[src/source/ramtest_macros.svh]
// ramtest sizing: block size, FIFO depths, headroom, memory depth and latencies
`ifndef RAMTEST_MACROS_SVH
`define RAMTEST_MACROS_SVH

// host side, counted in 32-bit words
`define RT_BLOCK_WORDS 16  // 4 beats per block
`define RT_IN_DEPTH 64     // pipe-in capacity
`define RT_OUT_DEPTH 64    // pipe-out capacity
`define RT_HEADROOM 4      // slack on top of one block before pipe-in ready

// memory side, counted in 128-bit beats
`define RT_MEM_BEATS 256
`define RT_ADDR_W 8

// timing, in okClk cycles
`define RT_RD_LATENCY 3     // accepted read to rd_valid
`define RT_CALIB_CYCLES 20  // reset release to calib_done

`endif

[src/source/pipe_out_fifo.sv]
// pipe-out FIFO: 128-bit read beats out as 32-bit fall-through words, read reservations, block ready
`timescale 1ns/1ps
`include "ramtest_macros.svh"

module pipe_out_fifo (
	input  logic         okClk,
	input  logic         rst_n,
	input  logic         soft_reset,
	input  logic         push,
	input  logic [127:0] beat,
	input  logic         read_issue,
	input  logic         read,
	output logic [31:0]  rdata,
	output logic [4:0]   space_beats,
	output logic         ready
);
	localparam int NBEATS = `RT_OUT_DEPTH / 4;
	localparam int PW     = $clog2(NBEATS);
	localparam int CW     = $clog2(`RT_OUT_DEPTH + 1);
	localparam int BW     = $clog2(NBEATS + 1);  // 5, matches space_beats

	logic [127:0]  mem [NBEATS];
	logic [PW-1:0] wr_ptr;
	logic [PW-1:0] rd_ptr;
	logic [1:0]    rd_lane;  // lane on rdata
	logic [CW-1:0] words;    // stored words not yet read
	logic [BW-1:0] occ;      // beats holding any unread lane
	logic [BW-1:0] rsv;      // beats owed to reads in flight
	logic          do_read;
	logic          last_lane;

	assign do_read     = read && (words != '0);
	assign last_lane   = do_read && (rd_lane == 2'd3);  // frees the head beat
	assign rdata       = mem[rd_ptr][rd_lane*32 +: 32];
	assign space_beats = BW'(NBEATS) - occ - rsv;

	always_ff @(posedge okClk) begin
		if (push)
			mem[wr_ptr] <= beat;
	end

	// ----------------------------------------
	// bookkeeping
	// ----------------------------------------
	always_ff @(posedge okClk) begin
		if (!rst_n || soft_reset) begin
			wr_ptr  <= '0;
			rd_ptr  <= '0;
			rd_lane <= '0;
			words   <= '0;
			occ     <= '0;
			rsv     <= '0;
			ready   <= 1'b0;
		end else begin
			if (push)
				wr_ptr <= wr_ptr + 1'b1;
			if (do_read)
				rd_lane <= rd_lane + 2'd1;
			if (last_lane)
				rd_ptr <= rd_ptr + 1'b1;
			words <= words + (push ? CW'(4) : CW'(0)) - CW'(do_read);
			occ   <= occ + BW'(push) - BW'(last_lane);
			// a returning beat turns its reservation into storage
			rsv   <= rsv + BW'(read_issue) - BW'(push && (rsv != '0));
			ready <= (words >= CW'(`RT_BLOCK_WORDS));  // whole block waiting
		end
	end

endmodule

[config.mk]
export PLATFORM = sky130hd
export DESIGN_NAME = pipe_out_fifo
export DESIGN_NICKNAME = d
export VERILOG_FILES = /design/src/source/pipe_out_fifo.sv
export VERILOG_INCLUDE_DIRS = /design/src /design/src/source
export SDC_FILE = /design/constraint.sdc
export NUM_CORES = 2
export LEC_CHECK = 0
export BUFFER_PORTS_ARGS = -buffer_cell sky130_fd_sc_hd__buf_2
export CORE_MARGIN = 8
export CORE_UTILIZATION = 43
export CTS_CLUSTER_SIZE = 40
export DETAILED_ROUTE_END_ITERATION = 16
export PLACE_DENSITY = 0.64
export SLEW_MARGIN = 20
export SYNTH_ARGS = -nofsm -noshare
export SYNTH_HDL_FRONTEND = slang
export SYNTH_SLANG_ARGS = --single-unit
[constraint.sdc]
create_clock -name okClk -period 11.15 [get_ports okClk]
set_input_delay 0.5575 -clock okClk [delete_from_list [all_inputs] [get_ports okClk]]
set_output_delay 0.5575 -clock okClk [all_outputs]
set_load 0.03 [all_outputs]
Word level (Yosys, flattened, before mapping):

Memories as Yosys holds them, arrays and structs flattened. A register that Yosys moved wholly into a read port is not among the register bits.
Cells that the tools add are included.

* magnitude comparators: 1
* reductions and logical operators: 7
* add/subtract/negate cells: 11
* multiplexer cells: 5
* equality and inequality tests: 1
* shift operators: 1

Operators with widths (count)
* $shiftx 128x8->32: 1
* $add 5x1->5: 2
* $sub 5x1->5: 2
* $add 4x1->4 const B: 2
* $mux 4: 2
* $add 7x3->7: 1
* $ge 7x5->1 const B: 1
* $reduce_bool 7->1: 1
* $sub 7x1->7: 1
* $reduce_bool 5->1: 1
* $sub 5x5->5: 1
* $sub 5x5->5 const A: 1
* $logic_and 1x1->1: 3
* $mux 3: 1
* $add 2x1->2 const B: 1
* $eq 2x2->1 const B: 1
* $mux 1: 2
* $logic_not 1->1: 1
* $logic_or 1x1->1: 1

* memories: 1
* register bits after elaboration: 28
* output and inout port bits: 38
* word-level logic and storage cells: 34
* input port bits: 134
* bits in writable memories: 2048

Memories
* mem: depth 16, bits a word 128, read ports 1, clocked after memory_dff 1, write ports 1, line pipe_out_fifo.sv:22 `logic [127:0] mem [NBEATS];`

Longest topological paths before layout:

* depth in word-level cells: 5
* mapped depth: 14
* depth with buffers taken out: 14

Worst setup path after synthesis:

OpenSTA, ideal clock, no wires.

* path type: input-to-reg
* from: input push
* to: memory mem[0][0], enable pin
* path buffers: 1
* library setup time: 0.502 ns
* slack: 6.498 ns
* arrival time: 4.150 ns
* data required time: 10.648 ns
* cell stages on the path: 4
* cells stage by stage: clkbuf_1 -> inv_1 -> nor3_1 -> and2_1

* cells in the longest elaborated chain, start to end: 2

Ends and longest elaborated chain
* start: declaration: line pipe_out_fifo.sv:9 `input logic push,`
* $mux 1: line pipe_out_fifo.sv:38 `if (push)`
* $mux 1 (implied by the code): line pipe_out_fifo.sv:39 `mem[wr_ptr] <= beat;`
* end: declaration: line pipe_out_fifo.sv:22

Every way passes these cells.

==> flow_metrics.py <==
metrics = {
    "finish": {
        "drive_above_1_share_pct": 28.25,
        "finish.utilization_pct": 48.81,
        "final_cells": 6371,
        "nNetsFinal": 3878,
        "fin_area_mm2": 0.08926,
        "syn2layout_area_growth_pct": 12.94,
    },
    "setup_path": {
        "worstPathMaxFanout": 43,
        "end_kind": "primary output",
        "max_stage_delay_ns": 0.97,
        "r2r-end": "mem[1][38]",
        "required_ns": 10.59,
        "reg2reg_slack_ns": 7.25,
        "rr_worst_depth": 4,
        "start_kind": "register",
        "path_class": "register to primary output",
        "cp_top_family": "buffers and inverters",
        "path_common_cell": "buf_4",
        "cp_slowest_cell": "dfxtp_4",
        "arrival_ns": 5.58,
        "crit_chain": "buf_4 > buf_4 > mux4_2 > nor2b_1 > a211oi_1 > nor4_1 > buf_4 > o22a_1 > buf_2",
        "rr_startpoint": "wr_ptr[3]",
        "critical_path_buf_inv_count": 4,
    },
    "synthesis": {
        "syn_avg_cell_area_um2": 23.03,
        "synth_seq_cells": 2080,
        "yosysSeqAreaShare_pct": 78.62,
        "yosysMostFrequentCell": "edfxtp_1",
        "synth_edf_count": 2048,
        "ys_warn_count": 0,
        "synth_nets": 3602,
        "synth_top_area_share_pct": 77.81,
        "synthTopCellsByArea": "edfxtp_1, mux4_2, o22ai_1",
        "post-synth-top-area-cell": "edfxtp_1",
        "synth_cell_types": 47,
        "synth.top_cells.by_count": "edfxtp_1, mux4_2, o22ai_1",
        "ys.flop_type": "edfxtp_1",
        "synthArstFlopShare_pct": 0,
        "synth_cells": 3432,
        "syn_area_mm2": 0.07904,
    },
    "placed_design": {
        "io_buffer_count": 171,
        "dpl_cell_area_mm2": 0.08286,
        "hpwl_mm": 106.3,
        "dp.cells": 5966,
        "globalplace.congestion": 0.7385,
    },
    "timing": {
        "drv_slew": 0,
        "finalSetupTns_ns": 0,
        "tightest_slew_ns": 1.195,
        "fin_skew_ns": 0.05547,
        "grt_setup_unrepaired": "no",
        "clock.fmax_mhz": 163.0,
        "maxSlewHeadroom_pct": 20.32,
        "hold_violations": 0,
        "period_needed_ns": 6.135,
        "setup_violations": 0,
        "fin_crit_sh_pct": 55.02,
    },
    "drt": {
        "wl_met2_mm": 99.06,
        "wl_met3_mm": 13.84,
        "drt_drc_violations_left": 0,
        "antenna_left": 0,
        "wl_met1_mm": 77.74,
        "post_drt_wl_per_cell_um": 30.71,
        "top_layer": "met5",
        "firstDrtPassIters": 5,
        "vias": 37310,
        "drt_wl_total_mm": 195.6,
        "routed_via_density": 5.857,
        "drtIter0Drc": 4121,
    },
    "power": {
        "power_density_mw_per_mm2": 179.5,
        "leakage_nw": 26.99,
        "ir_drop_uv": 152.4,
    },
    "cts": {
        "clock_latency_ns": 0.84,
        "htree_levels": 4,
        "clk_pin_slew_worst_paths_ns": 0.07,
        "cts_buffer_depth": 3,
        "cts_root_buffer": "clkbuf_16",
        "cts_buffers": 203,
        "cts_tree": "done",
        "cts_sinks": 2080,
    },
    "grt": {
        "track_usage_pct": 19.44,
        "grt_pass1_vias": 37910,
        "grt-ovfl-total": 0,
        "grt_pass1_wl_mm": 279.4,
        "grt_max_degree": 130,
        "grt_antenna_before_repair": 66,
    },
    "flow_run": {
        "drv_cap": 0,
    },
    "die": {
        "die-area_mm2": 0.1978,
        "core_mm2": 0.1829,
        "rows": 157,
        "initial_utilization_pct": 43.22,
        "die_w_um": 444.7,
        "io_pins": 172,
        "die_h_um": 444.7,
    },
    "min_path": {
        "whs_endpoint": "mem[2][85]",
        "hold-path-cell-count": 1,
        "hp-class": "primary input to register",
        "min_from": "beat[85]",
    },
    "status": {
        "outcome": "finished, final reports clean",
    },
}
==> logic make-up (layout without fill, tap and decap cells) <==
kind of cell | count (synthesis) | after routing | share of synthesized area, %
AO/OA/AOI/OAI | 304 | 304 | 2.588
XOR/XNOR | 19 | 19 | 0.2105
adder cells (fa/ha/maj) | 36 | 36 | 0.6079
buffers and inverters | 221 | 669 | 1.369
flip-flops | 2080 | 2080 | 78.62
multiplexers | 557 | 557 | 15.22
other | 0 | 27 | 0
AND/OR/NAND/NOR | 215 | 215 | 1.382
==> metal layers <==
metal  vias to the layer above  global-route usage (%)
met4                        12                   5.291
met3                       321                   3.562
met1                     20230                   26.00
met5                         -                       0
met2                      1474                   33.05
li1                      15280                       -
==> report_power, final <==
| part | internal, mW | switching [mW] |
|---|---|---|
| registers | 8.65 | 0.0207 |
| logic | 0.259 | 0.576 |
| clock network | 3.60 | 2.91 |
==> per-stage QoR <==
stage	total power, mW	worst slack [ns]	hold WS, ns
3_3_place_gp	9.667	5.705	0.4926
5_1_grt	16.49	4.584	0.04742
3_5_place_dp	9.683	5.674	0.5242
2_1_floorplan	9.286	6.498	0.4799
6_report	16.02	5.015	0.09520
4_1_cts	16.15	4.706	0.02315
==> how the worst max path moves through the flow <==
stage,endpoint,depth (start not counted)
after detailed placement,rdata[18],9
after global placement,rdata[18],9
final,rdata[18],9
after global routing,rdata[18],9
after floorplan,mem[0][0],4
after CTS,rdata[18],9
==> what timing repair did <==
item,in CTS,in global routing
hold endpoints to repair,1,0
gates resized for setup,0,0
setup buffers,0,0
hold buffers,1,0
==> area by class of cell <==
class	instances	area, um^2
sequential	2080	62150
clock inverter	133	1066
multi-input combinational	1131	15920
inverter	37	138.9
antenna	27	67.56
tap	2464	3083
fill	14480	93620
clock buffer	244	5255
timing repair buffer	255	1577
==> flip-flops by register name, summed over array words and instances, names as in the netlist, named ones only <==
| signal | count |
|---|---|
| occ | 5 |
| ready | 1 |
| rsv | 5 |
| rd_lane | 2 |
| words | 7 |
| mem | 2048 |
| wr_ptr | 4 |
| rd_ptr | 4 |
==> cells in the final DEF, fill, tap and decap left out, types with 23 or more instances in the layout <==
cell / synthesis / routed
edfxtp_1: 2048 / 2048
mux4_2: 515 / 515
clkbuf_16: 0 / 204
buf_2: 51 / 171
o22ai_1: 142 / 142
buf_4: 40 / 76
clkinv_1: 0 / 62
nor2_1: 58 / 58
clkbuf_1: 71 / 40
inv_1: 37 / 37
clkinv_2: 0 / 37
mux2i_1: 33 / 33
ha_1: 32 / 32
a21oi_1: 28 / 28
diode_2: 0 / 27
dfxtp_1: 32 / 26
nand2_1: 30 / 25
o21ai_0: 23 / 23
No activity file was read; power rests on OpenSTA's default activity.
