### src/source/ramtest_macros.svh
// ramtest sizing: block size, FIFO depths, headroom, memory depth and latencies
`ifndef RAMTEST_MACROS_SVH
`define RAMTEST_MACROS_SVH

// host side, counted in 32-bit words
`define RT_BLOCK_WORDS 16  // 4 beats per block
`define RT_IN_DEPTH 64     // pipe-in capacity
`define RT_OUT_DEPTH 64    // pipe-out capacity
`define RT_HEADROOM 4      // slack on top of one block before pipe-in ready

// memory side, counted in 128-bit beats
`define RT_MEM_BEATS 256
`define RT_ADDR_W 8

// timing, in okClk cycles
`define RT_RD_LATENCY 3     // accepted read to rd_valid
`define RT_CALIB_CYCLES 20  // reset release to calib_done

`endif

### src/source/pipe_in_fifo.sv
// pipe-in FIFO: packs 32-bit host words into 128-bit beats, fill count and block-space ready
`timescale 1ns/1ps
`include "ramtest_macros.svh"

module pipe_in_fifo (
	input  logic         okClk,
	input  logic         rst_n,
	input  logic         soft_reset,
	input  logic         write,
	input  logic [31:0]  wdata,
	input  logic         pop,
	output logic [127:0] beat,
	output logic [4:0]   beats,
	output logic         ready
);
	localparam int NBEATS = `RT_IN_DEPTH / 4;      // ring size in beats
	localparam int PW     = $clog2(NBEATS);        // pointers wrap on their own
	localparam int CW     = $clog2(`RT_IN_DEPTH + 1);

	logic [127:0]  mem [NBEATS];
	logic [PW-1:0] wr_ptr;      // beat being filled
	logic [PW-1:0] rd_ptr;      // head beat
	logic [1:0]    wr_lane;     // next 32-bit lane, low first
	logic [CW-1:0] words;       // includes the partial beat
	logic [4:0]    full_beats;  // complete beats only
	logic [CW-1:0] free_words;
	logic          do_write;
	logic          do_pop;

	assign do_write   = write && (words != CW'(`RT_IN_DEPTH)); // never past full
	assign do_pop     = pop && (full_beats != '0);
	assign free_words = CW'(`RT_IN_DEPTH) - words;
	assign beat       = mem[rd_ptr];  // head shows without a read
	assign beats      = full_beats;

	// ----------------------------------------
	// storage, one lane per host word
	// ----------------------------------------
	always_ff @(posedge okClk) begin
		if (do_write) begin
			mem[wr_ptr][wr_lane*32 +: 32] <= wdata;
		end
	end

	// ----------------------------------------
	// pointers, counts, throttle
	// ----------------------------------------
	always_ff @(posedge okClk) begin
		if (!rst_n || soft_reset) begin
			wr_ptr     <= '0;
			rd_ptr     <= '0;
			wr_lane    <= '0;
			words      <= '0;
			full_beats <= '0;
			ready      <= 1'b0;
		end else begin
			if (do_write) begin
				wr_lane <= wr_lane + 2'd1;
				if (wr_lane == 2'd3)
					wr_ptr <= wr_ptr + 1'b1;  // beat complete
			end
			if (do_pop)
				rd_ptr <= rd_ptr + 1'b1;
			// word count moves in the write cycle
			words <= words + CW'(do_write) - (do_pop ? CW'(4) : CW'(0));
			full_beats <= full_beats + 5'(do_write && (wr_lane == 2'd3)) - 5'(do_pop);
			// room for a whole block plus slack
			ready <= (free_words >= CW'(`RT_BLOCK_WORDS + `RT_HEADROOM));
		end
	end

endmodule

### config.mk
export PLATFORM = sky130hd
export DESIGN_NAME = pipe_in_fifo
export DESIGN_NICKNAME = d
export VERILOG_FILES = /design/src/source/pipe_in_fifo.sv
export VERILOG_INCLUDE_DIRS = /design/src /design/src/source
export SDC_FILE = /design/constraint.sdc
export NUM_CORES = 2
export LEC_CHECK = 0
export ABC_AREA = 1
export BUFFER_PORTS_ARGS = -buffer_cell sky130_fd_sc_hd__buf_2
export CAP_MARGIN = 20
export CORE_ASPECT_RATIO = 0.5
export CORE_MARGIN = 4
export CORE_UTILIZATION = 44
export CTS_CLUSTER_DIAMETER = 200
export DETAILED_ROUTE_END_ITERATION = 6
export SLEW_MARGIN = 5
export SYNTH_ARGS = -nofsm -noshare
export SYNTH_HDL_FRONTEND = slang
export SYNTH_SLANG_ARGS = --single-unit
### constraint.sdc
create_clock -name okClk -period 4.4 [get_ports okClk]
set_clock_uncertainty 0.1 [all_clocks]
set_input_delay 0.44 -clock okClk [delete_from_list [all_inputs] [get_ports okClk]]
set_output_delay 0.44 -clock okClk [all_outputs]
set_load 0.01 [all_outputs]
Word-level counts from Yosys, hierarchy flattened
Memory sizes are Yosys's and may differ from the RTL's. A register that Yosys moved wholly into a read port is not among the register bits.
Index checks and enable logic that the tools add are counted.

operators by class
  add/sub/neg operators = 9
  multiply operators = 0
  div/mod/pow operators = 0
  $lt $le $gt $ge = 1
  equal/unequal tests = 2
  shift-type cells = 2
  mux-type cells = 5
  bitwise logic cells = 0
  reductions and logical operators = 7

operator list
  cell                       count
  $mux 128                   1
  $shift 32x34->128 const A  1
  $shiftx 32x34->128         1
  $neg 7->34                 1
  $add 4x1->4 const B        2
  $mux 4                     2
  $add 7x1->7                1
  $ge 7x5->1 const B         1
  $ne 7x7->1 const B         1
  $sub 7x3->7                1
  $sub 7x7->7 const A        1
  $add 5x1->5                1
  $reduce_bool 5->1          1
  $sub 5x1->5                1
  $logic_and 1x1->1          3
  $mux 3                     1
  $add 2x1->2 const B        1
  $eq 2x2->1 const B         1
  $reduce_and 2->1           1
  $logic_not 1->1            1
  $logic_or 1x1->1           1
  $mux 1                     1

storage, ports and cells
  flip-flop bits (word level) = 23
  latch bits = 0
  bits in writable memories = 2048
  ROM bits = 0
  word-level logic and storage cells = 33
  memories = 1

memories
  name  depth  bits a word  read ports  clocked after Yosys merged registers in  write ports  line                RTL
  mem   16     128          1           1                                        1            pipe_in_fifo.sv:20  logic [127:0] mem [NBEATS];

Longest topological paths before layout
  depth in word-level cells = 5
  depth in mapped cells = 16
  gate-level depth less buffers = 16

Least setup slack after synthesis
Ideal clock, no wire load.

  path kind = reg2reg
  from = register words[4]
  to = memory mem[10][0], enable pin
  library setup time = 0.421 ns
  arrival time = 2.686 ns
  path slack = 1.193 ns
  stages on the path, launching flop included = 11
  path through = dfxtp_1 -> inv_1 -> ha_1 -> nand2_1 -> inv_1 -> nand3_1 -> nand2_1 -> inv_2 -> nand2_2 -> buf_2 -> nor2_1

on the way
  word-level cells in the longest chain between the ends = 4

ends and longest elaborated chain
  what                            line                RTL
  from (decl)                     pipe_in_fifo.sv:24  logic [CW-1:0] words;
  from (signal assigned)          pipe_in_fifo.sv:65  words <= words + CW'(do_write) - (do_pop ? CW'(4) : CW'(0));
  $ne 7x7->1                      pipe_in_fifo.sv:30  assign do_write = write && (words != CW'(`RT_IN_DEPTH));
  $logic_and 1x1->1               pipe_in_fifo.sv:30
  $mux 1                          pipe_in_fifo.sv:40  if (do_write) begin
  $mux 128 (not written as such)  pipe_in_fifo.sv:41  mem[wr_ptr][wr_lane*32 +: 32] <= wdata;
  to (decl)                       pipe_in_fifo.sv:20

No other way between the ends.

==> metrics.md <==
| Metric | Value |
|---|---|
| Most numerous cell on the critical path | `nand3_1` |
| Nets | `7509` |
| Max Slew Vio Count | `0` |
| Num ports | `171` |
| Synth Area in Simple Gates | `19.36%` |
| #FFs+latches synth | `2075` |
| Pleak | `35.12 nW` |
| Post-DRT Antenna Nets | `0` |
| Gpl congestion | `0.8315` |
| Die X | `628.7 um` |
| Most numerous cell in the Yosys netlist | `nand2_1` |
| Post-synthesis async set-or-reset flop share | `0%` |
| Final core utilization | `50.07%` |
| Full die area | `200200 um^2` |
| Dominant synthesized flop cell | `edfxtp_1` |
| Clk root buf | `clkbuf_16` |
| CTS tree | `done` |
| Top post-synthesis cells by count | `nand2_1 (2276), edfxtp_1 (2048), nand3_1 (1107)` |
| Cells after Synth | `7265` |
| Core Box Area | `approximately 190000 um^2` |
| Critical-path top delay cell | `dfxtp_4` |
| XOR/XNOR share of the synthesized area | `0.05167%` |
| # rows | `113` |
| Largest family of logic cells by synthesized area | `simple AND/OR/NAND/NOR gates` |
| Syn_area_per_cell | `11.67 um^2` |
| Post-synthesis sequential area ratio | `73.19%` |
| Cell Chain, Critical Path | `inv_16, buf_12, o21ai_0, nand3_1, nand3_1, nand2_1, buf_2` |
| Largest net degree at the start of global routing | `between 200 and 250` |
| Clk sinks | `2075` |
| Mux cell area share after synthesis | `0%` |
| Non-filler cells, final | `10130` |
| Layout cells sized above 1 | `10.48%` |
| GRT Total Usage | `22.99%` |
| Clk buf depth | `3` |
| Critical path type | `reg2out` |
| DR iter-0 viols | `6168` |
| Setup TNS after final layout | `0 ns` |
| Vias in the first global route | `51910` |
| Unique masters post-synth | `29` |
| Total power | `45.51 mW` |
| Area share of the largest cell type after synthesis | `roughly 73%` |
| Slowest stage delay, CP | `slightly above 0.7 ns` |
| Final hold violation count | `0` |
| Total CTS buffers | `187` |
| Synth-to-Final Area Change | `12.66%` |
| RSZ-0062 raised after global routing | `no` |
| Final Critical Period | `approximately 4.0 ns` |
| Area contributors post-synth | `edfxtp_1 (73%), nand2_1 (10%), nand3_1 (6.5%)` |
| Final-report setup violation count | `0` |
| PortBufs | `170` |
| Initial Util | `~44%` |
| Pre-CTS setup slack | `0.9227 ns` |
| Syn nets | `7330` |
| Top cell type by total area after synthesis | `edfxtp_1` |
| Initial antenna violation count | `14` |
| CP Max Fanout | `175` |
| Fmax | `about 250 MHz` |
| Worst-Skew Late Latency | `about 0.82 ns` |
| Required @ worst endpoint | `3.86 ns` |
| Power per cell area | `476.6 nW/um^2` |
| Status | `finished clean` |
| Ys Warns | `0` |
| Routed vias/inst | `5.443` |
| Worst slew pin tran | `1.168 ns` |
| Via count | `55140` |
| Global route overflow | `0` |
| Post-synthesis compound-gate area fraction | `3.256%` |
| Die Span Y | `318.4 um` |
| Part of the cycle the worst path needs | `89.88%` |
| Worst setup EP type | `output port` |
| WL final | `234300 um` |
| Mapped cell area | `84760 um^2` |
| H-tree depth | `4` |
| DR WL/cell | `23.13 um` |
| VDD IR-drop max | `approximately 0.32 mV` |
| CTS clk-pin slew, worst paths | `0.07 ns` |
| Critical Path Source Type | `register` |
| Final worst slack | `about 0.45 ns` |
| HP Class | `in2reg` |
| DRC | `0` |
| Max-Cap Viols | `0` |
| Worst Path Arrival | `~3.4 ns` |
| Placed Area | `89550 um^2` |
| Max_slew headroom | `22.12%` |
| First-pass GRT wire length | `~350000 um` |
| First-pass detailed-route iteration total | `5` |
| Post-DP HPWL | `approximately 130000 um` |
| Post-synth EDFFs | `roughly 2000` |
| Synth Area in Adders | `0.4222%` |
| Fin area | `95490 um^2` |
| Worst hold slack | `0.04045 ns` |
| Placed instance count | `9773` |
## path summary, 6_finish.rpt
kind / startpoint / endpoint / slack (ns) / cells past startpoint
worst max register to register: words[4] / mem[12][41] / 0.92 / 10
worst max-delay path: register / beat[117] / 0.45 / 7
worst min-delay path: wdata[2] / mem[10][98] / 0.04 / 3
worst min register to register: rd_ptr[3] / rd_ptr[3] / 0.41 / 2
## area by class of cell
class / instances / area [um^2]
tap: 2530 / 3166
clock buffer: 237 / 5036
antenna: 7 / 17.52
sequential: 2075 / 62050
timing repair buffer: 439 / 3333
fill: 16530 / 95240
multi-input combinational: 4481 / 20090
inverter: 260 / 1015
clock inverter: 100 / 785.8
## what timing repair did
item,in CTS,in global routing
setup buffers,0,0
endpoints found under the hold margin,16,0
resized for setup,0,0
hold buffers,2,0
## power breakdown
part           leakage (nW)  switching (mW)  internal (mW)
Clock                  2.87            7.14           8.77
Combinational          13.1            5.36           2.20
Sequential             19.2           0.112           21.9
## kinds of logic (layout without fill, tap and decap cells)
family / Yosys count / after routing
compound gates: 465 / 465
xor+xnor: 5 / 5
fa+ha+maj: 28 / 28
buf+inv: 709 / 1036
flops: 2075 / 2075
other cells: 0 / 7
simple gates: 3983 / 3983
## worst max-delay path: cells and delay by family, from the launching register on
kind            cells  cell delay [ns]
simple gates        3             0.41
buf+inv             3             0.90
compound gates      1             0.27
flops               1             0.71
## state kept, by name (all words and copies together), names as in the netlist, named ones only
register  count
mem        2048
wr_ptr        4
wr_lane       2
ready         1
words         7
rd_ptr        4
beats         5
## layout by cell type (no fill, tap or decap), drive strengths merged
master | Yosys | routed
xor2 | 1 | 1
a21oi | 88 | 88
nor2 | 553 | 553
ha | 27 | 27
or2 | 1 | 1
buf | 292 | 437
o21bai | 1 | 1
xnor2 | 4 | 4
nand3 | 1107 | 1107
o211ai | 132 | 132
dfxtp | 27 | 27
clkbuf | 157 | 237
clkinvlp | 0 | 2
and2 | 1 | 1
o21ai | 244 | 244
edfxtp | 2048 | 2048
fa | 1 | 1
nor3 | 36 | 36
nand2 | 2280 | 2280
clkinv | 1 | 81
nand4 | 5 | 5
diode | 0 | 7
inv | 259 | 265
bufinv | 0 | 12
dlygate4sd3 | 0 | 2
## routing by layer
metal	vias up	wire, um	global-route usage (%)
li1	25570	-	-
met1	27270	104000	34.00
met2	1966	106600	35.46
met3	334	17360	3.391
met4	2	6245	6.569
met5	-	18	0
No activity file was read; power rests on OpenSTA's default activity.
