## config.mk

```make
export PLATFORM = sky130hd
export DESIGN_NAME = ram_test_seq
export DESIGN_NICKNAME = d
export VERILOG_FILES = /design/src/source/ramtest_pkg.sv /design/src/source/ram_test_seq.sv
export VERILOG_INCLUDE_DIRS = /design/src /design/src/source
export SDC_FILE = /design/constraint.sdc
export NUM_CORES = 1
export LEC_CHECK = 0
export BUFFER_PORTS_ARGS = -buffer_cell sky130_fd_sc_hd__buf_2
export CAP_MARGIN = 0
export CORE_AREA = 2 2 214 216
export DETAILED_ROUTE_END_ITERATION = 8
export DIE_AREA = 0 0 216 218
export HOLD_SLACK_MARGIN = 0.12
export PLACE_DENSITY = 0.34
export SLEW_MARGIN = 25
export SYNTH_ARGS = -nofsm -noshare
export SYNTH_HDL_FRONTEND = slang
export SYNTH_SLANG_ARGS = --single-unit
```

## constraint.sdc

```tcl
create_clock -name okClk -period 5 [get_ports okClk]
set_input_delay 0.5 -clock okClk [delete_from_list [all_inputs] [get_ports okClk]]
set_output_delay 0.5 -clock okClk [all_outputs]
set_load 0.02 [all_outputs]
```

## src/source/ramtest_macros.svh

```systemverilog
// ramtest sizing: block size, FIFO depths, headroom, memory depth and latencies
`ifndef RAMTEST_MACROS_SVH
`define RAMTEST_MACROS_SVH

// host side, counted in 32-bit words
`define RT_BLOCK_WORDS 16  // 4 beats per block
`define RT_IN_DEPTH 64     // pipe-in capacity
`define RT_OUT_DEPTH 64    // pipe-out capacity
`define RT_HEADROOM 4      // slack on top of one block before pipe-in ready

// memory side, counted in 128-bit beats
`define RT_MEM_BEATS 256
`define RT_ADDR_W 8

// timing, in okClk cycles
`define RT_RD_LATENCY 3     // accepted read to rd_valid
`define RT_CALIB_CYCLES 20  // reset release to calib_done

`endif

```

## src/source/ramtest_pkg.sv

```systemverilog
// ramtest types: memory command and sequencer state enums, control, request and response structs
`include "ramtest_macros.svh"

package ramtest_pkg;

	// ----------------------------------------
	// enums
	// ----------------------------------------

	// app_cmd encoding as seen by the controller
	typedef enum logic [2:0] {
		CMD_WRITE = 3'd0,
		CMD_READ  = 3'd1
	} app_cmd_e;

	typedef enum logic [1:0] {
		S_IDLE,       // pick next command
		S_WRITE,      // write beat on the bus
		S_READ,       // read command on the bus
		S_WAIT_CALIB  // hold off until memory is up
	} seq_state_e;

	// ----------------------------------------
	// structs
	// ----------------------------------------

	// wire-in control, reads_en lands on bit 0
	typedef struct packed {
		logic soft_reset;  // bit 2
		logic writes_en;   // bit 1
		logic reads_en;    // bit 0
	} ctrl_t;

	// command plus write data, presented together
	typedef struct packed {
		logic                  en;
		app_cmd_e              cmd;
		logic [`RT_ADDR_W-1:0] addr;   // beat address
		logic [127:0]          wdata;  // taken when cmd is a write
	} app_req_t;

	typedef struct packed {
		logic         rdy;       // command slot open
		logic         wdf_rdy;   // write data slot open
		logic         rd_valid;  // one-cycle pulse
		logic [127:0] rd_data;
	} app_rsp_t;

endpackage

```

## src/source/ram_test_seq.sv

```systemverilog
// RAM test sequencer: write/read command FSM, address counters, readback into pipe-out
`timescale 1ns/1ps
`include "ramtest_macros.svh"

module ram_test_seq
	import ramtest_pkg::*;
(
	input  logic         okClk,
	input  logic         rst_n,
	input  ctrl_t        ctrl,
	input  logic         calib_done,
	input  logic [127:0] in_beat,
	input  logic [4:0]   in_beats,
	output logic         in_pop,
	input  logic [4:0]   out_space_beats,
	output logic         read_issue,
	output logic         out_push,
	output logic [127:0] out_beat,
	output app_req_t     req,
	input  app_rsp_t     rsp
);
	localparam int AW = `RT_ADDR_W;

	seq_state_e    state;
	seq_state_e    state_nxt;
	logic [AW-1:0] wr_addr;
	logic [AW-1:0] rd_addr;
	logic          prio_rd;   // reads win the next tie
	logic [1:0]    inflight;  // reads accepted, data not back yet
	logic [1:0]    stale;     // returns to drop after a soft reset
	logic          want_wr;
	logic          want_rd;
	logic          active;
	logic          wr_acc;
	logic          rd_acc;

	// next beat address, wraps at the memory top
	function automatic logic [AW-1:0] addr_inc(input logic [AW-1:0] a);
		return (a == AW'(`RT_MEM_BEATS - 1)) ? '0 : a + 1'b1;
	endfunction

	assign want_wr = ctrl.writes_en && (in_beats != '0);        // whole beat ready
	assign want_rd = ctrl.reads_en && (out_space_beats != '0);  // room incl. in flight
	assign active  = ((state == S_WRITE) || (state == S_READ)) && !ctrl.soft_reset;

	// command held on the bus until taken
	always_comb begin
		req.en    = active;
		req.cmd   = (state == S_READ) ? CMD_READ : CMD_WRITE;
		req.addr  = (state == S_READ) ? rd_addr : wr_addr;
		req.wdata = in_beat;  // wdf_wren follows en for writes
	end

	assign wr_acc     = active && (state == S_WRITE) && rsp.rdy && rsp.wdf_rdy;
	assign rd_acc     = active && (state == S_READ) && rsp.rdy;
	assign in_pop     = wr_acc;
	assign read_issue = rd_acc;  // pipe-out reserves a beat
	assign out_push   = rsp.rd_valid && (stale == '0);
	assign out_beat   = rsp.rd_data;

	// ----------------------------------------
	// next state
	// ----------------------------------------
	always_comb begin
		state_nxt = state;
		case (state)
			S_WAIT_CALIB: begin
				if (calib_done)
					state_nxt = S_IDLE;
			end
			S_IDLE: begin
				if (want_wr && want_rd)
					state_nxt = prio_rd ? S_READ : S_WRITE;  // alternate
				else if (want_wr)
					state_nxt = S_WRITE;
				else if (want_rd)
					state_nxt = S_READ;
			end
			S_WRITE: if (wr_acc) state_nxt = S_IDLE;
			S_READ:  if (rd_acc) state_nxt = S_IDLE;
			default: state_nxt = S_WAIT_CALIB;
		endcase
	end

	// ----------------------------------------
	// state, addresses, priority
	// ----------------------------------------
	always_ff @(posedge okClk) begin
		if (!rst_n || ctrl.soft_reset) begin
			state   <= S_WAIT_CALIB;  // passes straight on if already calibrated
			wr_addr <= '0;
			rd_addr <= '0;
			prio_rd <= 1'b0;
		end else begin
			state <= state_nxt;
			if (wr_acc) begin
				wr_addr <= addr_inc(wr_addr);
				prio_rd <= 1'b1;
			end
			if (rd_acc) begin
				rd_addr <= addr_inc(rd_addr);
				prio_rd <= 1'b0;
			end
		end
	end

	// reads still in flight at a soft reset are old data, flushed here
	always_ff @(posedge okClk) begin
		if (!rst_n) begin
			inflight <= '0;
			stale    <= '0;
		end else begin
			inflight <= inflight + 2'(rd_acc) - 2'(rsp.rd_valid);
			if (ctrl.soft_reset)
				stale <= inflight - 2'(rsp.rd_valid);
			else if (rsp.rd_valid && (stale != '0))
				stale <= stale - 2'd1;
		end
	end

endmodule

```

== Word level (Yosys, flattened, before mapping) ==
Cells that the tools add are included.

* Word-level logic and storage cells: 58
* Bits of input ports: 275
* Output and inout port bits: 271
* Bits in registers: 23

* $add $sub $neg: 6
* Reduce and logical (&&, ||, !) cells: 23
* Eq/ne operators: 9
* Mux-type cells: 14

{| class="wikitable"
|+ Operators with widths
! kind !! count
|-
| $mux W8 || 3
|-
| $mux W2 || 9
|-
| $add A8 B1 Y8 const B || 2
|-
| $eq A8 B8 Y1 const B || 2
|-
| $logic_and A1 B1 Y1 || 11
|-
| $reduce_bool A5 Y1 || 2
|-
| $pmux W2 S4 || 1
|-
| $ne A2 B2 Y1 const B || 3
|-
| $eq A2 B2 Y1 const B || 2
|-
| $logic_not A2 Y1 || 2
|-
| $ne A4 B4 Y1 const B || 1
|-
| $reduce_and A4 Y1 || 1
|-
| $reduce_bool A2 Y1 || 2
|-
| $sub A2 B1 Y2 || 2
|-
| $add A2 B1 Y2 || 1
|-
| $eq A2 B1 Y1 const B || 1
|-
| $logic_not A1 Y1 || 2
|-
| $logic_or A1 B1 Y1 || 2
|-
| $reduce_or A2 Y1 || 1
|-
| $sub A2 B1 Y2 const B || 1
|-
| $mux W1 || 1
|}

== Logic depth before layout (Yosys ltp) ==
Gate-level depths: netlist (run 1).

* Depth after elaboration: 8
* Depth in mapped cells: 7
* Gate-level depth less buffers: 7

== Least setup slack after synthesis (run 1) ==
Ideal clock, no wire load.

* Path type: reg2out
* From: register state[0]
* To: output req[128] in the netlist's numbering
* Buffers on the path: 1
* Setup slack: 2.992 ns
* Arrival: 1.508 ns
* Data required time: 4.500 ns
* Cell stages (with the launch flop): 5
* Cell sequence: dfxtp_1 -> inv_1 -> ha_1 -> buf_1 -> mux2_2

{| class="wikitable"
|+ RTL lines
! element !! RTL line !! RTL
|-
| start: declaration || ram_test_seq.sv:24 || <nowiki>seq_state_e state;</nowiki>
|-
| start signal: assignment || ram_test_seq.sv:95 || <nowiki>state <= state_nxt;</nowiki>
|-
| end: declaration || ram_test_seq.sv:19 || <nowiki>output app_req_t req,</nowiki>
|}

== Final worst setup path (run 1) ==
* From: register state[0]
* To: output read_issue

* Word-level cells in the longest chain between the ends: 5
* Elaborated cells between the ends (all ways): 6
* Classes of those cells: eq/ne (2); reduce/logical (4)

{| class="wikitable"
|+ RTL lines
! element !! RTL line !! RTL
|-
| $eq A2 B1 Y1 / $eq A2 B2 Y1 (equally long branches) || ram_test_seq.sv:44, ram_test_seq.sv:55 ||
|-
| $logic_or A1 B1 Y1 || ram_test_seq.sv:44 || <nowiki>assign active = ((state == S_WRITE) || (state == S_READ)) && !ctrl.soft_reset;</nowiki>
|-
| $logic_and A1 B1 Y1 || ram_test_seq.sv:44 ||
|-
| $logic_and A1 B1 Y1 * (2 in a row) || ram_test_seq.sv:55 || <nowiki>assign rd_acc = active && (state == S_READ) && rsp.rdy;</nowiki>
|-
| end: declaration || ram_test_seq.sv:16 || <nowiki>output logic read_issue,</nowiki>
|}

Mark *: on every way between the ends. The rest lies on a longest branch, timed or not.

==> results of run 1 <==
==> through the flow <==
step | power [mW] | hold slack, ns
2_1_floorplan | 0.541 | 0.442
3_3_place_gp | 0.265 | 0.470
3_5_place_dp | 0.265 | 0.478
4_1_cts | 0.447 | 0.491
5_1_grt | 0.460 | 0.511
6_report | 0.437 | 0.479
==> layout by cell type (no fill, tap or decap), drive strengths merged, types with 3 or more instances in the layout <==
cell,netlist,layout
a21oi,7,7
nand3,8,8
nand4,3,3
or3,4,4
mux2,7,7
buf,261,31
ha,9,9
nor2b,3,3
o21ai,7,7
inv,12,12
xnor2,7,7
and2,5,5
nand2,16,16
dfxtp,23,23
xor2,5,5
clkbuf,3,3
nor2,12,12
==> cells in the mapped netlist, types with 7 or more instances <==
| library cell | instances | area share (%) |
|---|---|---|
| a21oi_1 | 7 | 1.1 |
| buf_4 | 259 | 59 |
| dfxtp_1 | 23 | 14 |
| ha_1 | 9 | 3.4 |
| inv_1 | 12 | 1.4 |
| mux2_2 | 7 | 2.4 |
| nand2_1 | 16 | 1.8 |
| nand3_1 | 8 | 1.2 |
| nor2_1 | 12 | 1.4 |
| xnor2_1 | 7 | 1.8 |
==> per-layer routing <==
layer,up-vias,global-route usage (%)
li1,615,-
met1,636,2.33
met2,245,7.29
met3,171,3.26
met4,2,6.60
met5,-,1.25
==> power breakdown <==
| part | switching, mW | internal (mW) | leakage [nW] |
|---|---|---|---|
| Sequential | 0.00279 | 0.189 | 0.187 |
| Clock | 0.0707 | 0.108 | 0.0409 |
| Combinational | 0.0396 | 0.0268 | 0.485 |
==> worst register-to-register path: stages (launching register included) <==
cell and delay, ns:
dfxtp_1 0.37, inv_1 0.09, ha_1 0.32, and4b_1 0.42, nand3_1 0.12, o31ai_1 0.55
nor2_1 0.10
==> sequential cells by signal (all words and copies together), names as in the netlist <==
signal / flops
rd_addr: 8
wr_addr: 8
inflight: 2
prio_rd: 1
stale: 2
state: 2
==> worst paths after layout <==
kind | from | end | cells after the start
worst max-delay path | state[0] | read_issue | 5
worst min-delay path | prio_rd | prio_rd | 2
worst max register to register | state[0] | wr_addr[0] | 6
worst min register to register | prio_rd | prio_rd | 2
==> final cells by class <==
class                      count  area share [%]
sequential                    23            19.7
inverter                      12            1.93
multi-input combinational    120            36.2
timing repair buffer          31            6.64
clock inverter                 1           0.214
clock buffer                   3            3.21
tap                          600            32.1
==> kinds of logic after synthesis <==
group | after synthesis
simple gates | 63
other cells | 1
buf+inv | 276
xor+xnor | 12
flops | 23
compound gates | 27
fa+ha+maj | 9
mux | 7
==> flow_metrics.tcl, run 1 <==
set metrics [dict create \
    status "complete, no violations" \
    wl_per_cell_um 14.1 \
    die_w_um 216 \
    fin_util_pct 5.21 \
    dieHeight_um 218 \
    wl_met1_um 2250 \
    slew_headroom_pct 59.7 \
    firstDrtPassIters 4 \
    ant_nets 0 \
    drtIter0Drc 46 \
    synth-simple-area-share_pct 10.7 \
    dr_wl_met2_um 5200 \
    tritoncts "built" \
    ctsResizeCount 0 \
    place_inst 786 \
    critical_path_class "register to output port" \
    drv_cap 0 \
    async_reset_ff_share_pct 0 \
    tightestPinTransition_ns 0.604 \
    finalHoldViolations 0 \
    core-area_sq_mm 0.0449 \
    placed_area_sq_mm 0.00226 \
    initial_utilization_pct 7.39 \
    synthToLayoutAreaGrowth_pct -29.6 \
    synth_edf_count 0 \
    top_layer_used "met5" \
    setup_viol 0 \
    ios 546 \
    hp-class "register to register" \
    cts_sinks 23 \
    multi_input_area_sq_um 846 \
    drive_gt1_share_pct 24.2 \
    avgSynthCellArea_sq_um 7.94 \
    cp_top_family "adder cells" \
    cpPeakStageDelay_ns 0.55 \
    hold_buffers 0 \
    crit_arrival_ns 2.00 \
    post-route-period-util_pct 50.0 \
    fin_tns_setup_ns 0 \
    yosysSeqAreaShare_pct 13.9 \
    synthFlopType "dfxtp_1" \
    rsz0062_at_grt "false" \
    route.detailed.drc 0 \
    wl_met3_um 2060 \
    routed_wl_um 11200 \
    syn_area_sq_mm 0.00332 \
    cp.required_ns 4.50 \
    grtUsageTotal_pct 4.42 \
    postCtsSetupBuffers 0 \
    path_cells "inv_1, ha_1, nand3b_1, inv_1, buf_2" \
    crit_buf_inv 3 \
    path_clk_slew_ns 0.06 \
    crit_path_max_fanout 15 \
    fin_skew_ns 0.00132 \
    via_per_inst 2.11 \
    synth_fa_ha_area_share_pct 3.39 \
    synth_cells 418 \
    min_period_ns 2.50 \
    port_buffers 31 \
    final_cell_area_sq_mm 0.00234 \
    ys_types 42 \
    worstSkewPairLatency_ns 0.26 \
    fillers 5360 \
    synth_warnings 0 \
    place_hpwl_um 9510 \
    synth_top_family_by_area "buffers and inverters" \
    cts_buffers 3 \
    synth_compound_area_share_pct 5.62 \
    leakagePower_nw 0.712 \
    vdd_ir_drop_max_uv 83.3 \
    preCtsSetupSlack_ns 2.73 \
    critPathLaunchType "register" \
    synth-seq-cells 23 \
    cts_root_buf "clkbuf_16" \
    layout_setup_ws_ns 2.50 \
    p_per_area_mw_per_mm2 187 \
    synth_mux_area_share_pct 2.38 \
    rows 78 \
    grt_pass1_wl_um 14000 \
    num_vias 1669 \
    grt_pass1_vias 1827 \
    n_antenna_cell 0 \
    overflow 0 \
    final_cells 790 \
    drv_slew 0 \
    fmax_mhz 400 \
    cp_common_cell "inv_1" \
    synth_xor_area_share_pct 3.17 \
    h-tree-depth 1 \
    cts_buffer_depth 2 \
    r2r_slack_ns 2.89 \
    slowest_stage "ha_1" \
    fp.dieArea_sq_mm 0.0471 \
    layout.nets 475 \
    antenna_found_initial 0 \
    regArea_sq_um 460 \
    gp_congestion 0.660 \
    end_kind "output port" \
    grt_max_degree 16 \
]
Power figures use the tool's default switching activity.
==> run 2: changes to the inputs <==
--- a/config.mk
+++ b/config.mk
@@ -12,7 +12,7 @@
 export DETAILED_ROUTE_END_ITERATION = 8
 export DIE_AREA = 0 0 216 218
 export HOLD_SLACK_MARGIN = 0.12
-export PLACE_DENSITY = 0.34
+export PLACE_DENSITY = 0.35
 export SLEW_MARGIN = 25
 export SYNTH_ARGS = -nofsm -noshare
 export SYNTH_HDL_FRONTEND = slang
==> constraint.sdc (replaced) <==
create_clock -name okClk -period 2.1 [get_ports okClk]
set_input_delay 0.21 -clock okClk [delete_from_list [all_inputs] [get_ports okClk]]
set_output_delay 0.21 -clock okClk [all_outputs]
set_load 0.02 [all_outputs]
==> run 2 against run 1 <==
Utilization grew 0.092 points. Die area is the same. Global-route usage shrank 0.34 points. Clock skew grew 0.0023 ns. Critical endpoint is now in_pop.
==> flow_metrics.tcl, run 2 (synthesized netlist as in run 1, its figures left out) <==
set metrics [dict create \
    fp.dieArea_sq_mm 0.0471 \
    end_kind "output port" \
    n_antenna_cell 0 \
    preCtsSetupSlack_ns 0.141 \
    post-route-period-util_pct 92.8 \
    cp.required_ns 1.89 \
    wl_per_cell_um 12.8 \
    hold_buffers 0 \
    overflow 0 \
    slew_headroom_pct 65.3 \
    fin_util_pct 5.30 \
    fin_tns_setup_ns 0 \
    core-area_sq_mm 0.0449 \
    port_buffers 31 \
    ant_nets 0 \
    worstSkewPairLatency_ns 0.26 \
    fin_skew_ns 0.00361 \
    cts_root_buf "clkbuf_16" \
    dieHeight_um 218 \
    grt_pass1_wl_um 13000 \
    grt_max_degree 15 \
    ios 546 \
    via_per_inst 2.10 \
    rsz0062_at_grt "false" \
    rows 78 \
    path_clk_slew_ns 0.07 \
    tritoncts "built" \
    clkPwrFrac_pct 41.5 \
    cts_buffers 3 \
    critical_path_class "register to output port" \
    grtUsageTotal_pct 4.09 \
    place_inst 789 \
    cts_sinks 23 \
    grt_pass1_vias 1764 \
    p_per_area_mw_per_mm2 447 \
    p_sw_mw 0.289 \
    hp-class "primary input to register" \
    drtIter0Drc 67 \
    status "complete, no violations" \
    routed_wl_um 10200 \
    layout_setup_ws_ns 0.152 \
    crit_path_max_fanout 5 \
    p_comb_share_pct 15.7 \
    drv_cap 0 \
    vdd_ir_drop_max_uv 224 \
    setup_viol 0 \
    power.total_mw 1.06 \
    num_vias 1666 \
    antenna_found_initial 1 \
    initial_utilization_pct 7.39 \
    layout.nets 480 \
    final_common_cell "buf_2" \
    cts_buffer_depth 2 \
    tightestPinTransition_ns 0.519 \
    die_w_um 216 \
    final_cells 795 \
    crit_arrival_ns 1.74 \
    drv_slew 0 \
    gp_congestion 0.654 \
    finalHoldViolations 0 \
    switching_share_pct 27.2 \
    power.internal_mw 0.775 \
    firstDrtPassIters 4 \
    seqPwrFrac_pct 42.9 \
    layout_common_cells "buf_2, dfxtp_1, nand2_1" \
    route.detailed.drc 0 \
    fillers 5365 \
    min_period_ns 1.95 \
    synthToLayoutAreaGrowth_pct -28.3 \
    drive_gt1_share_pct 27.2 \
    leakagePower_nw 0.737 \
    reg_top3 "rd_addr: 8 flops, wr_addr: 8 flops" \
    fmax_mhz 513 \
    critPathLaunchType "register" \
    place_hpwl_um 8630 \
    h-tree-depth 1 \
]
run 2: cell count changes in the layout (fill, tap and decap cells not counted):
| cell | delta |
|---|---|
| ha_1 | -1 |
| and4b_1 | -1 |
| and4b_2 | +1 |
| ha_2 | +1 |
| buf_4 | +5 |
run 2: critical path, cell delays in order (launching register included):
cell	delay (ns)
dfxtp_1	0.36
inv_1	0.09
ha_1	0.31
and4b_2	0.30
nand2_1	0.14
inv_1	0.10
buf_2	0.17
run 2: path summary, 6_finish.rpt:
| path | start | endpoint | slack [ns] | depth (start not counted) |
|---|---|---|---|---|
| worst max-delay path | state[0] | in_pop | 0.15 | 6 |
| worst min-delay path | rst_n | stale[0] | 0.24 | 2 |
| worst max register to register | state[0] | wr_addr[7] | 0.18 | 7 |
| worst min register to register | wr_addr[1] | wr_addr[1] | 0.50 | 2 |
run 2: layout make-up:
cell class / count / area [sq um] / share of cell area (%)
clock buffers: 3 / 75.1 / 3.16
clock inverters: 1 / 5.00 / 0.210
inverters: 12 / 45.0 / 1.89
multi-input cells: 120 / 850 / 35.7
flip-flops and latches: 23 / 460 / 19.4
well taps: 600 / 751 / 31.6
repair buffers: 36 / 193 / 8.10
run 2: metal layers:
layer,wire (um),track usage [%]
met1,2540,2.67
met2,4640,6.43
met3,1740,2.89
met4,1290,5.82
met5,0,0
run 2: power by group through the flow:
stage | Sequential (mW) | Combinational [mW] | Clock, mW
floorplan | 0.465 | 0.823 | 0
global placement | 0.466 | 0.171 | 0
detailed placement | 0.467 | 0.169 | 0
CTS | 0.456 | 0.170 | 0.466
global route | 0.458 | 0.187 | 0.484
finish | 0.456 | 0.167 | 0.441
run 2: through the flow:
stage          instance area, sq um  hold slack [ns]
6_report                       2380            0.239
2_1_floorplan                  3320            0.332
3_3_place_gp                   2280            0.420
4_1_cts                        2360            0.238
5_1_grt                        2380            0.230
3_5_place_dp                   2280            0.420
run 2: repair_timing:
item	in CTS	in global routing
setup endpoints to repair	1	5
resized for setup	1	1
pin swaps	0	1
buffers inserted	0	2
